File: config.mk
export PLATFORM = sky130hd
export DESIGN_NAME = spi_master
export DESIGN_NICKNAME = d
export VERILOG_FILES = /design/src/verilog/spi_pkg.sv /design/src/verilog/spi_master.sv /design/src/verilog/spi_sequencer.sv /design/src/verilog/spi_rx_shift.sv /design/src/verilog/spi_tx_shift.sv /design/src/verilog/spi_clk_div.sv
export SDC_FILE = /design/constraint.sdc
export NUM_CORES = 1
export LEC_CHECK = 0
export BUFFER_PORTS_ARGS = -buffer_cell sky130_fd_sc_hd__buf_2
export CAP_MARGIN = 40
export CORE_MARGIN = 8
export CORE_UTILIZATION = 50
export DETAILED_ROUTE_END_ITERATION = 7
export PLACE_DENSITY = 0.71
export SLEW_MARGIN = 10
export SYNTH_ARGS = -nofsm -noshare
export SYNTH_HDL_FRONTEND = slang
export SYNTH_SLANG_ARGS = --single-unit
File: constraint.sdc
create_clock -name sck -period 3.34 [get_ports sck]
set_input_delay 0.334 -clock sck [delete_from_list [all_inputs] [get_ports sck]]
set_output_delay 0.334 -clock sck [all_outputs]
set_load 0.005 [all_outputs]
File: src/verilog/spi_pkg.sv
// SPI master shared definitions
// widths for the byte path and divide code, bits per transfer, and the
// mapping from divide code to SPI clock half-period in system cycles
package spi_pkg;

    //////////////////////////////////////////////////////////////////////
    // widths
    //////////////////////////////////////////////////////////////////////

    localparam int DATA_W        = 8;   // one transfer byte
    localparam int CDIV_W        = 2;   // divide code, four ratios
    localparam int HALF_W        = 5;   // half-period count, holds up to 16
    localparam int BITS_PER_XFER = 8;   // rising edges that close a transfer

    //////////////////////////////////////////////////////////////////////
    // divide code to half-period
    //////////////////////////////////////////////////////////////////////

    // spi_clk period is twice the half-period, so code 0 is sck/4
    // and code 3 is sck/32
    function automatic logic [HALF_W-1:0] half_cycles(
        input logic [CDIV_W-1:0] code
    );
        logic [HALF_W-1:0] h;
        case (code)
            2'd0:    h = 5'd2;   // sck/4
            2'd1:    h = 5'd4;   // sck/8
            2'd2:    h = 5'd8;   // sck/16
            default: h = 5'd16;  // sck/32
        endcase
        return h;
    endfunction

endpackage
File: src/verilog/spi_master.sv
// SPI master, mode 3, one byte per transfer
// the sequencer accepts a start and frames the transfer, the divider
// paces spi_clk, and the two shifters move mosi and miso side by side
`timescale 1ns/1ps

module spi_master
    import spi_pkg::*;
(
    input  logic              sck,
    input  logic              clr,
    input  logic              start,
    input  logic [DATA_W-1:0] tdat,
    input  logic              mlb,
    input  logic [CDIV_W-1:0] cdiv,
    input  logic              miso,
    output logic              ss,
    output logic              spi_clk,
    output logic              mosi,
    output logic              done,
    output logic [DATA_W-1:0] rdata
);

    logic              load;       // from sequencer, start accepted
    logic              run;        // from sequencer, transfer level
    logic              msb_first;  // bit order to both shifters
    logic              fall_stb;
    logic              rise_stb;
    logic [DATA_W-1:0] rx_byte;

    //////////////////////////////////////////////////////////////////////
    // blocks
    //////////////////////////////////////////////////////////////////////

    spi_sequencer u_seq (
        .sck       (sck),
        .clr       (clr),
        .start     (start),
        .mlb       (mlb),
        .rise_stb  (rise_stb),
        .rx_byte   (rx_byte),
        .load      (load),
        .run       (run),
        .msb_first (msb_first),
        .ss        (ss),
        .done      (done),
        .rdata     (rdata)
    );

    spi_clk_div u_div (
        .sck      (sck),
        .clr      (clr),
        .load     (load),
        .run      (run),
        .cdiv     (cdiv),
        .spi_clk  (spi_clk),
        .fall_stb (fall_stb),
        .rise_stb (rise_stb)
    );

    spi_tx_shift u_tx (
        .sck       (sck),
        .clr       (clr),
        .load      (load),
        .fall_stb  (fall_stb),
        .msb_first (msb_first),
        .tdat      (tdat),
        .mosi      (mosi)
    );

    spi_rx_shift u_rx (
        .sck       (sck),
        .clr       (clr),
        .load      (load),
        .rise_stb  (rise_stb),
        .msb_first (msb_first),
        .miso      (miso),
        .rx_byte   (rx_byte)
    );

endmodule

File: src/verilog/spi_sequencer.sv
// SPI transfer sequencer
// accepts a start strobe while idle, holds slave select low for the
// transfer, counts rising SPI clock edges and, once the byte is in,
// pulses done with the received byte on rdata
// states are idle, transfer and finish
`timescale 1ns/1ps

module spi_sequencer
    import spi_pkg::*;
(
    input  logic              sck,
    input  logic              clr,
    input  logic              start,
    input  logic              mlb,        // 1 msb first, 0 lsb first
    input  logic              rise_stb,
    input  logic [DATA_W-1:0] rx_byte,
    output logic              load,       // acceptance cycle
    output logic              run,        // spi_clk allowed to run
    output logic              msb_first,
    output logic              ss,         // active low slave select
    output logic              done,
    output logic [DATA_W-1:0] rdata
);

    typedef enum logic [1:0] {
        ST_IDLE = 2'd0,
        ST_XFER = 2'd1,
        ST_FIN  = 2'd2
    } state_t;

    typedef logic [$clog2(BITS_PER_XFER)-1:0] bcnt_t;

    localparam bcnt_t LAST_BIT = bcnt_t'(BITS_PER_XFER - 1);

    state_t state;
    bcnt_t  nbit;    // rising edges seen so far
    logic   mlb_q;   // bit order of the running transfer

    //////////////////////////////////////////////////////////////////////
    // handshake decode
    //////////////////////////////////////////////////////////////////////

    // starts are dropped during a transfer and in the done cycle
    assign load = start && (state == ST_IDLE) && !done;
    assign run  = (state == ST_XFER);

    // shifters load in the acceptance cycle, before mlb_q is valid
    assign msb_first = load ? mlb : mlb_q;

    //////////////////////////////////////////////////////////////////////
    // state machine
    //////////////////////////////////////////////////////////////////////

    always_ff @(posedge sck or posedge clr) begin
        if (clr) begin
            state <= ST_IDLE;
            nbit  <= '0;
            mlb_q <= 1'b0;
            ss    <= 1'b1;
            done  <= 1'b0;
            rdata <= '1;
        end else begin
            done <= 1'b0;                        // single-cycle pulse
            case (state)
                ST_IDLE: begin
                    if (load) begin
                        state <= ST_XFER;
                        nbit  <= '0;
                        mlb_q <= mlb;
                        ss    <= 1'b0;           // select the slave
                    end
                end
                ST_XFER: begin
                    if (rise_stb) begin
                        nbit <= nbit + 1'b1;
                        if (nbit == LAST_BIT) begin
                            state <= ST_FIN;     // last bit sampled this edge
                        end
                    end
                end
                ST_FIN: begin
                    state <= ST_IDLE;
                    done  <= 1'b1;
                    ss    <= 1'b1;
                    rdata <= rx_byte;            // holds until next done
                end
                default: begin
                    state <= ST_IDLE;
                    ss    <= 1'b1;
                end
            endcase
        end
    end

    a_done_pulse: assert property (@(posedge sck) disable iff (clr)
        done |=> !done);

    // the clock never runs with the slave deselected
    a_ss_run: assert property (@(posedge sck) disable iff (clr)
        run |-> !ss);

endmodule

File: src/verilog/spi_rx_shift.sv
// SPI receive shifter
// collects miso into a byte at each rising strobe; with MSB first the
// new bit enters at the low end, with LSB first at the high end, so
// after eight strobes the byte sits in its natural order
`timescale 1ns/1ps

module spi_rx_shift
    import spi_pkg::*;
(
    input  logic              sck,
    input  logic              clr,
    input  logic              load,
    input  logic              rise_stb,
    input  logic              msb_first,
    input  logic              miso,
    output logic [DATA_W-1:0] rx_byte
);

    // byte register, preset on load so unsampled bits read as ones
    always_ff @(posedge sck) begin
        if (load) begin
            rx_byte <= '1;
        end else if (rise_stb) begin
            if (msb_first) begin
                rx_byte <= {rx_byte[DATA_W-2:0], miso};  // left shift
            end else begin
                rx_byte <= {miso, rx_byte[DATA_W-1:1]};  // right shift
            end
        end
    end

    // a rising strobe only comes after a load has set the register up
    a_load_first: assert property (@(posedge sck) disable iff (clr)
        rise_stb |-> !$isunknown(rx_byte));

endmodule

File: src/verilog/spi_tx_shift.sv
// SPI transmit shifter
// takes the transmit byte on load and presents its first bit on mosi at
// once; the first falling strobe of a transfer keeps that bit, each later
// falling strobe moves on to the next one, MSB or LSB first
`timescale 1ns/1ps

module spi_tx_shift
    import spi_pkg::*;
(
    input  logic              sck,
    input  logic              clr,
    input  logic              load,
    input  logic              fall_stb,
    input  logic              msb_first,
    input  logic [DATA_W-1:0] tdat,
    output logic              mosi
);

    logic [DATA_W-1:0] treg;        // bits still to go, current bit at the edge
    logic              skip_first;  // first falling edge carries no shift

    // data register, refilled on every load
    always_ff @(posedge sck) begin
        if (load) begin
            treg <= tdat;
        end else if (fall_stb && !skip_first) begin
            if (msb_first) begin
                treg <= {treg[DATA_W-2:0], 1'b1};  // shift left, ones behind
            end else begin
                treg <= {1'b1, treg[DATA_W-1:1]};  // shift right
            end
        end
    end

    //////////////////////////////////////////////////////////////////////
    // mosi and first-edge flag
    //////////////////////////////////////////////////////////////////////

    always_ff @(posedge sck or posedge clr) begin
        if (clr) begin
            mosi       <= 1'b1;
            skip_first <= 1'b0;
        end else if (load) begin
            mosi       <= msb_first ? tdat[DATA_W-1] : tdat[0];
            skip_first <= 1'b1;
        end else if (fall_stb) begin
            if (skip_first) begin
                skip_first <= 1'b0;              // bit already on the line
            end else if (msb_first) begin
                mosi <= treg[DATA_W-2];          // next bit down
            end else begin
                mosi <= treg[1];                 // next bit up
            end
        end
    end

    // line is idle high straight out of reset
    a_mosi_rst: assert property (@(posedge sck) $fell(clr) |-> mosi);

endmodule

File: src/verilog/spi_clk_div.sv
// SPI clock divider
// generates the mode 3 spi_clk from sck while run is high, idling high
// otherwise, and flags each falling and rising change with a one-cycle
// strobe that lines up with the sck edge where spi_clk changes
`timescale 1ns/1ps

module spi_clk_div
    import spi_pkg::*;
(
    input  logic              sck,
    input  logic              clr,
    input  logic              load,      // start accepted, latch divide code
    input  logic              run,       // transfer in progress
    input  logic [CDIV_W-1:0] cdiv,
    output logic              spi_clk,
    output logic              fall_stb,  // spi_clk goes low at this edge
    output logic              rise_stb   // spi_clk goes high at this edge
);

    logic [HALF_W-1:0] h;     // half-period in sck cycles
    logic [HALF_W-1:0] cnt;   // cycles into the current half-period
    logic              tick;  // last cycle of a half-period

    //////////////////////////////////////////////////////////////////////
    // ratio latch
    //////////////////////////////////////////////////////////////////////

    always_ff @(posedge sck or posedge clr) begin
        if (clr) begin
            h <= '0;
        end else if (load) begin
            h <= half_cycles(cdiv);  // held for the whole transfer
        end
    end

    //////////////////////////////////////////////////////////////////////
    // half-period counter and clock toggle
    //////////////////////////////////////////////////////////////////////

    assign tick = run && (cnt == h - 1'b1);

    always_ff @(posedge sck or posedge clr) begin
        if (clr) begin
            cnt     <= '0;
            spi_clk <= 1'b1;            // mode 3 idles high
        end else if (!run) begin
            cnt     <= '0;              // idle, park the clock high
            spi_clk <= 1'b1;
        end else if (tick) begin
            cnt     <= '0;
            spi_clk <= ~spi_clk;
        end else begin
            cnt <= cnt + 1'b1;
        end
    end

    // the strobe is high in the cycle before the edge that flips spi_clk,
    // so a block acting on it updates together with spi_clk
    assign fall_stb = tick &  spi_clk;
    assign rise_stb = tick & ~spi_clk;

    // one direction per edge only
    a_stb_excl: assert property (@(posedge sck) disable iff (clr)
        !(fall_stb && rise_stb));

    // spi_clk only moves on a strobe, so run never drops with the clock low
    a_clk_on_stb: assert property (@(posedge sck) disable iff (clr)
        (spi_clk != $past(spi_clk)) |-> $past(fall_stb || rise_stb));

endmodule

Yosys cells after proc, flatten, opt, wreduce, memory -nomap -nowiden

Cells that the tools add are included.

Equal/unequal tests: 11
Reduce and logical (&&, ||, !) cells: 15
Add/subtract/negate cells: 3
Mux-type cells: 27
Bitwise logic cells: 4

Operator list:

| operator            | count |
|---|---|
| $mux 8              | 4 |
| $pmux 5 s3          | 1 |
| $mux 1              | 12 |
| $mux 5              | 2 |
| $ne 2x2->1 const B  | 4 |
| $mux 2              | 3 |
| $mux 3              | 2 |
| $pmux 3 s2          | 1 |
| $reduce_and 3->1    | 2 |
| $reduce_bool 2->1   | 3 |
| $add 5x1->5 const B | 1 |
| $eq 5x5->1          | 1 |
| $sub 5x1->5 const B | 1 |
| $eq 2x1->1 const B  | 2 |
| $eq 2x2->1 const B  | 2 |
| $logic_and 1x1->1   | 4 |
| $logic_not 2->1     | 2 |
| $pmux 2 s2          | 1 |
| $reduce_and 2->1    | 2 |
| $add 3x1->3 const B | 1 |
| $eq 3x3->1 const B  | 1 |
| $and 1x1->1         | 2 |
| $logic_not 1->1     | 2 |
| $ne 2x1->1 const B  | 1 |
| other kinds (2)     | 3 |

Flip-flop bits (word level): 45
Output and inout port bits: 12

Depth between registers and ports, before layout

Depth in word-level cells: 8
Depth in mapped cells: 8
Gate-level depth less buffers: 7

By module

Synthesis repeated with hierarchy kept, for this count alone.

Cell total of the unflattened synthesis: 177
Area, all modules: 2097.0 um^2

Modules (own cells, without submodules):

| module        | area each (um^2) | instances | cells each |
|---|---|---|---|
| spi_sequencer | 674.4            | 1         | 45 |
| spi_clk_div   | 524.3            | 1         | 48 |
| spi_tx_shift  | 523.0            | 1         | 47 |
| spi_rx_shift  | 375.4            | 1         | 37 |

Worst setup path before layout

Ideal clock, no wire load.

Path type: reg2reg
Start: reg u_div.h[1]
End: reg u_tx.treg[0] (enable)
Path buffers: 1
Arrival: 1644 ps
Clock period less this slack: 1973 ps
Stages on the path, launching flop included: 9
Path slack: 1367 ps
Cells stage by stage: dfrtp_1 -> inv_1 -> ha_1 -> xor2_1 -> nand3_1 -> nor3_2 -> buf_2 -> nand3_1 -> nand2_1

Longest elaborated chain between the ends: 6

Ends and longest elaborated chain:

| element                            | RTL line           | text |
|---|---|---|
| start: declaration                 | spi_clk_div.sv:20  | `logic [HALF_W-1:0] h;` |
| start signal: assignment           | spi_clk_div.sv:32  | `h <= half_cycles(cdiv);` |
| $sub 5x1->5                        | spi_clk_div.sv:40  | `assign tick = run && (cnt == h - 1'b1);` |
| $eq 5x5->1                         | spi_clk_div.sv:40  |  |
| $logic_and 1x1->1                  | spi_clk_div.sv:40  |  |
| $and 1x1->1                        | spi_clk_div.sv:59  | `assign fall_stb = tick & spi_clk;` |
| $logic_and 1x1->1                  | spi_tx_shift.sv:26 | `end else if (fall_stb && !skip_first) begin` |
| $reduce_bool 2->1 (no source line) | n/a                |  |
| end signal: assignment             | spi_tx_shift.sv:25 | `treg <= tdat;` |
| end signal: assignment             | spi_tx_shift.sv:28 | `treg <= {treg[DATA_W-2:0], 1'b1};` |
| end signal: assignment             | spi_tx_shift.sv:30 | `treg <= {1'b1, treg[DATA_W-1:1]};` |
| end: declaration                   | spi_tx_shift.sv:19 | `logic [DATA_W-1:0] treg;` |

Every way passes these cells.
A chain may end at the register's enable or synchronous reset.

Final worst setup path

Start: reg u_div.h[1]
End: reg u_rx.rx_byte[1]

Longest elaborated chain between the ends: 4

Ends and longest elaborated chain:

| element                | RTL line           | text |
|---|---|---|
| $sub 5x1->5            | spi_clk_div.sv:40  |  |
| $eq 5x5->1             | spi_clk_div.sv:40  |  |
| $logic_and 1x1->1      | spi_clk_div.sv:40  |  |
| $and 1x1->1            | spi_clk_div.sv:60  | `assign rise_stb = tick & ~spi_clk;` |
| end signal: assignment | spi_rx_shift.sv:25 | `rx_byte <= {rx_byte[DATA_W-2:0], miso};` |
| end signal: assignment | spi_rx_shift.sv:27 | `rx_byte <= {miso, rx_byte[DATA_W-1:1]};` |
| end: declaration       | spi_rx_shift.sv:16 | `output logic [DATA_W-1:0] rx_byte` |

Every way passes these cells.

==> impl_metrics.yaml <==
clock_network:
  insertion_delay_ns: 0.29
  clockRootBuffer: "clkbuf_8"
  htree_levels: 2
  cts.clk_slew.worst_paths_ns: 0.08
  postCtsSetupBuffers: 0
  cts_made_buffers: 5
  clkSinkCount: 44
  cts-resized-gates: 0
  clock_path_buffers: 2
  holdBufCountCts: 0
  cts_tree: "yes"
global_routing:
  met3_usage_pct: 4.05
  grt_overflow: 0
  first_global_vias: 1486
  grt_pass1_wl_um: 6990
  met1_usage_pct: 16.6
  antenna_found_initial: 0
  grt_util_all_layers_pct: 13.7
  use_met2_pct: 23.3
  grt.busiest_layer: "met2"
  grt_max_degree: 23
drt:
  dr.pass1.iters: 4
  via_count: 1386
  wl_per_cell_um: 16.0
  drc: 0
  viasPerCell: 5.39
  postRouteAntennaNets: 0
  wirelength_um: 4120
  drtIter0Drc: 52
synthesis:
  synth_cell_type_count: 33
  yosys.area.top_type: "dfrtp_1"
  synth-edff-count: 8
  ys_seq_elements: 44
  ys.flop_type: "dfrtp_1"
  yosysTopAreaCellShare_pct: 20.8
  synth_area_um2: 2040
  ys_async_sr_fraction_pct: 63.6
  syn_nets: 200
  syn_inst: 181
  yosys-top-cells-area: "dfrtp_1 (21%), dfstp_2 (14%), mux2i_1 (13%)"
  postSynthAreaPerCell_um2: 11.3
  yosys_warnings: 0
  yosysSeqAreaShare_pct: 54.6
finish:
  fin_area_um2: 2320
  stdcell_count: 257
  area_delta_synth_final_pct: 13.7
  layout.nets: 225
  final_util_pct: 58.5
  layout-drive-gt1-share_pct: 28.0
  n_antenna_cell: 0
floorplanning:
  die_h_um: 79.9
  die_w_um: 79.9
  initial_utilization_pct: 51.4
  io_pins: 27
  row_count: 23
  core_area_um2: 3970
  dieArea_um2: 6390
sta:
  fin_crit_ns: 2.44
  finalClockSkew_ns: 0.00399
  drv_slew: 0
  tightest_slew_ns: 0.874
  max_freq_ghz: 0.409
  hold_slack_ns: 0.0445
  max-slew-margin-rel_pct: 41.7
  rsz0062_at_grt: "no"
  final-hold-violation-count: 0
  setup_tns_ns: 0
  post-route-period-util_pct: 73.1
  setup_viol: 0
  finalWorstSetupSlack_ns: 0.897
worst_setup_path:
  timing.rr.start: "u_div.h[1]$_DFFE_PP0P_"
  cp_slowest_cell: "nor3_2"
  cp_top_family: "simple AND/OR/NAND/NOR gates"
  critPathMaxStageDelay_ns: 0.60
  crit_fanout: 12
  crit_buf_inv: 1
  path_class: "reg2reg"
  startpoint: "u_div.h[1]$_DFFE_PP0P_"
  cp_cell_sequence: "inv_1 -> ha_1 -> xor2_1 -> nand3_1 -> nor3_2 -> and3_2 -> mux2i_1"
  cp.arrival_ns: 2.65
  cp-end-kind: "register"
  cp-start-kind: "register"
  crit_required_ns: 3.55
place:
  dpl.hpwl_um: 3080
  io_buffer_count: 26
  placed_area_um2: 2230
  place_congestion: 0.791
  place_ws_ns: 0.921
  placed_cells: 249
run_status:
  status: "finished, final reports clean"
power_and_ir_drop:
  cellLeakagePower_nw: 1.02
  power_mw: 1.74
  max-vdd-ir-drop_mv: 0.472
  power.density_nw_per_um2: 748
job:
  drv_cap: 0
hold_path:
  hold_class: "in2async"
-- layout by cell type, fill, tap and decap left out, types with 8 or more instances in the layout --
master    synthesis  routed
buf_2             2      26
nor2_1           14      14
dfrtp_1          17      17
o21ai_0          10      10
mux2_2            8       8
edfxtp_1          8       8
nand2_1          22      22
mux2i_1          27      27
dfstp_2          11      11
dfxtp_1           8       8
-- synthesized netlist by cell type (2+ instances only) --
library cell  count
nor2b_1           2
nor3_1            4
dfstp_2          11
edfxtp_1          8
inv_1             5
o21ai_0          10
mux2_2            8
ha_1              4
mux2i_1          27
dfxtp_1           8
nand3_1           5
nand2_1          22
buf_2             2
nor2_1           14
nand3b_1          2
clkbuf_1          6
xnor2_1           6
a31oi_1           3
dfrtp_1          17
xor2_1            4
-- worst register-to-register path: cells and delay by family, from the launching register on --
kind          cells  cell delay, ns
mux               1            0.25
xor+xnor          1            0.15
flops             1            0.38
simple gates      3            1.21
fa+ha+maj         1            0.30
buf+inv           1            0.07
-- report_power, final --
part	internal, mW	switching (mW)
registers	0.710	0.148
logic	0.267	0.273
clock network	0.165	0.173
-- cell families (layout without fill, tap and decap cells) --
group                      after synthesis  count (layout)  synth area share [%]
DFF                                     44              44                  54.6
xor gates and xnor gates                10              10                  4.29
muxes                                   35              35                  17.6
adders and majority gates                4               4                  2.45
AOI/OAI and AO/OA                       15              15                  4.16
buffers and inverters                   15              41                  3.25
and+or+nand+nor                         58              58                  13.7
-- per-layer routing --
metal	vias to the layer above	wire length (um)
met5	-	0
met4	0	30
met3	4	187
met2	22	2130
met1	688	1780
li1	672	-
-- state kept, by name, summed over array words and instances (netlist names) --
signal	flops
u_seq.nbit	3
u_tx.treg	8
u_seq.rdata	8
u_div.spi_clk	1
u_seq.state	2
u_seq.ss	1
u_seq.mlb_q	1
u_tx.skip_first	1
u_div.cnt	5
u_rx.rx_byte	8
u_div.h	4
u_tx.mosi	1
u_seq.done	1
-- cell type report --
| class | count | area [um^2] |
|---|---|---|
| inverters | 5 | 18.8 |
| clock inverters | 2 | 10.0 |
| well taps | 50 | 62.6 |
| flip-flops and latches | 44 | 1110 |
| multi-input cells | 122 | 868 |
| repair buffers | 28 | 165 |
| clock buffers | 6 | 82.6 |
| fillers | 348 | 1650 |
-- final timing paths --
path,to,slack (ns),depth (start not counted)
min,u_seq.mlb_q$_DFFE_PP0P_,0.04,2
min reg2reg,u_seq.ss$_DFFE_PP1P_,0.49,2
max reg2reg,u_rx.rx_byte[1]$_SDFFE_PP1P_,0.90,7
min in group sck,u_seq.mlb_q$_DFFE_PP0P_,0.28,3
max in group asynchronous,u_seq.ss$_DFFE_PP1P_,2.76,3
max,u_rx.rx_byte[1]$_SDFFE_PP1P_,0.90,7
Note: power is estimated with default switching activity, not from simulation.
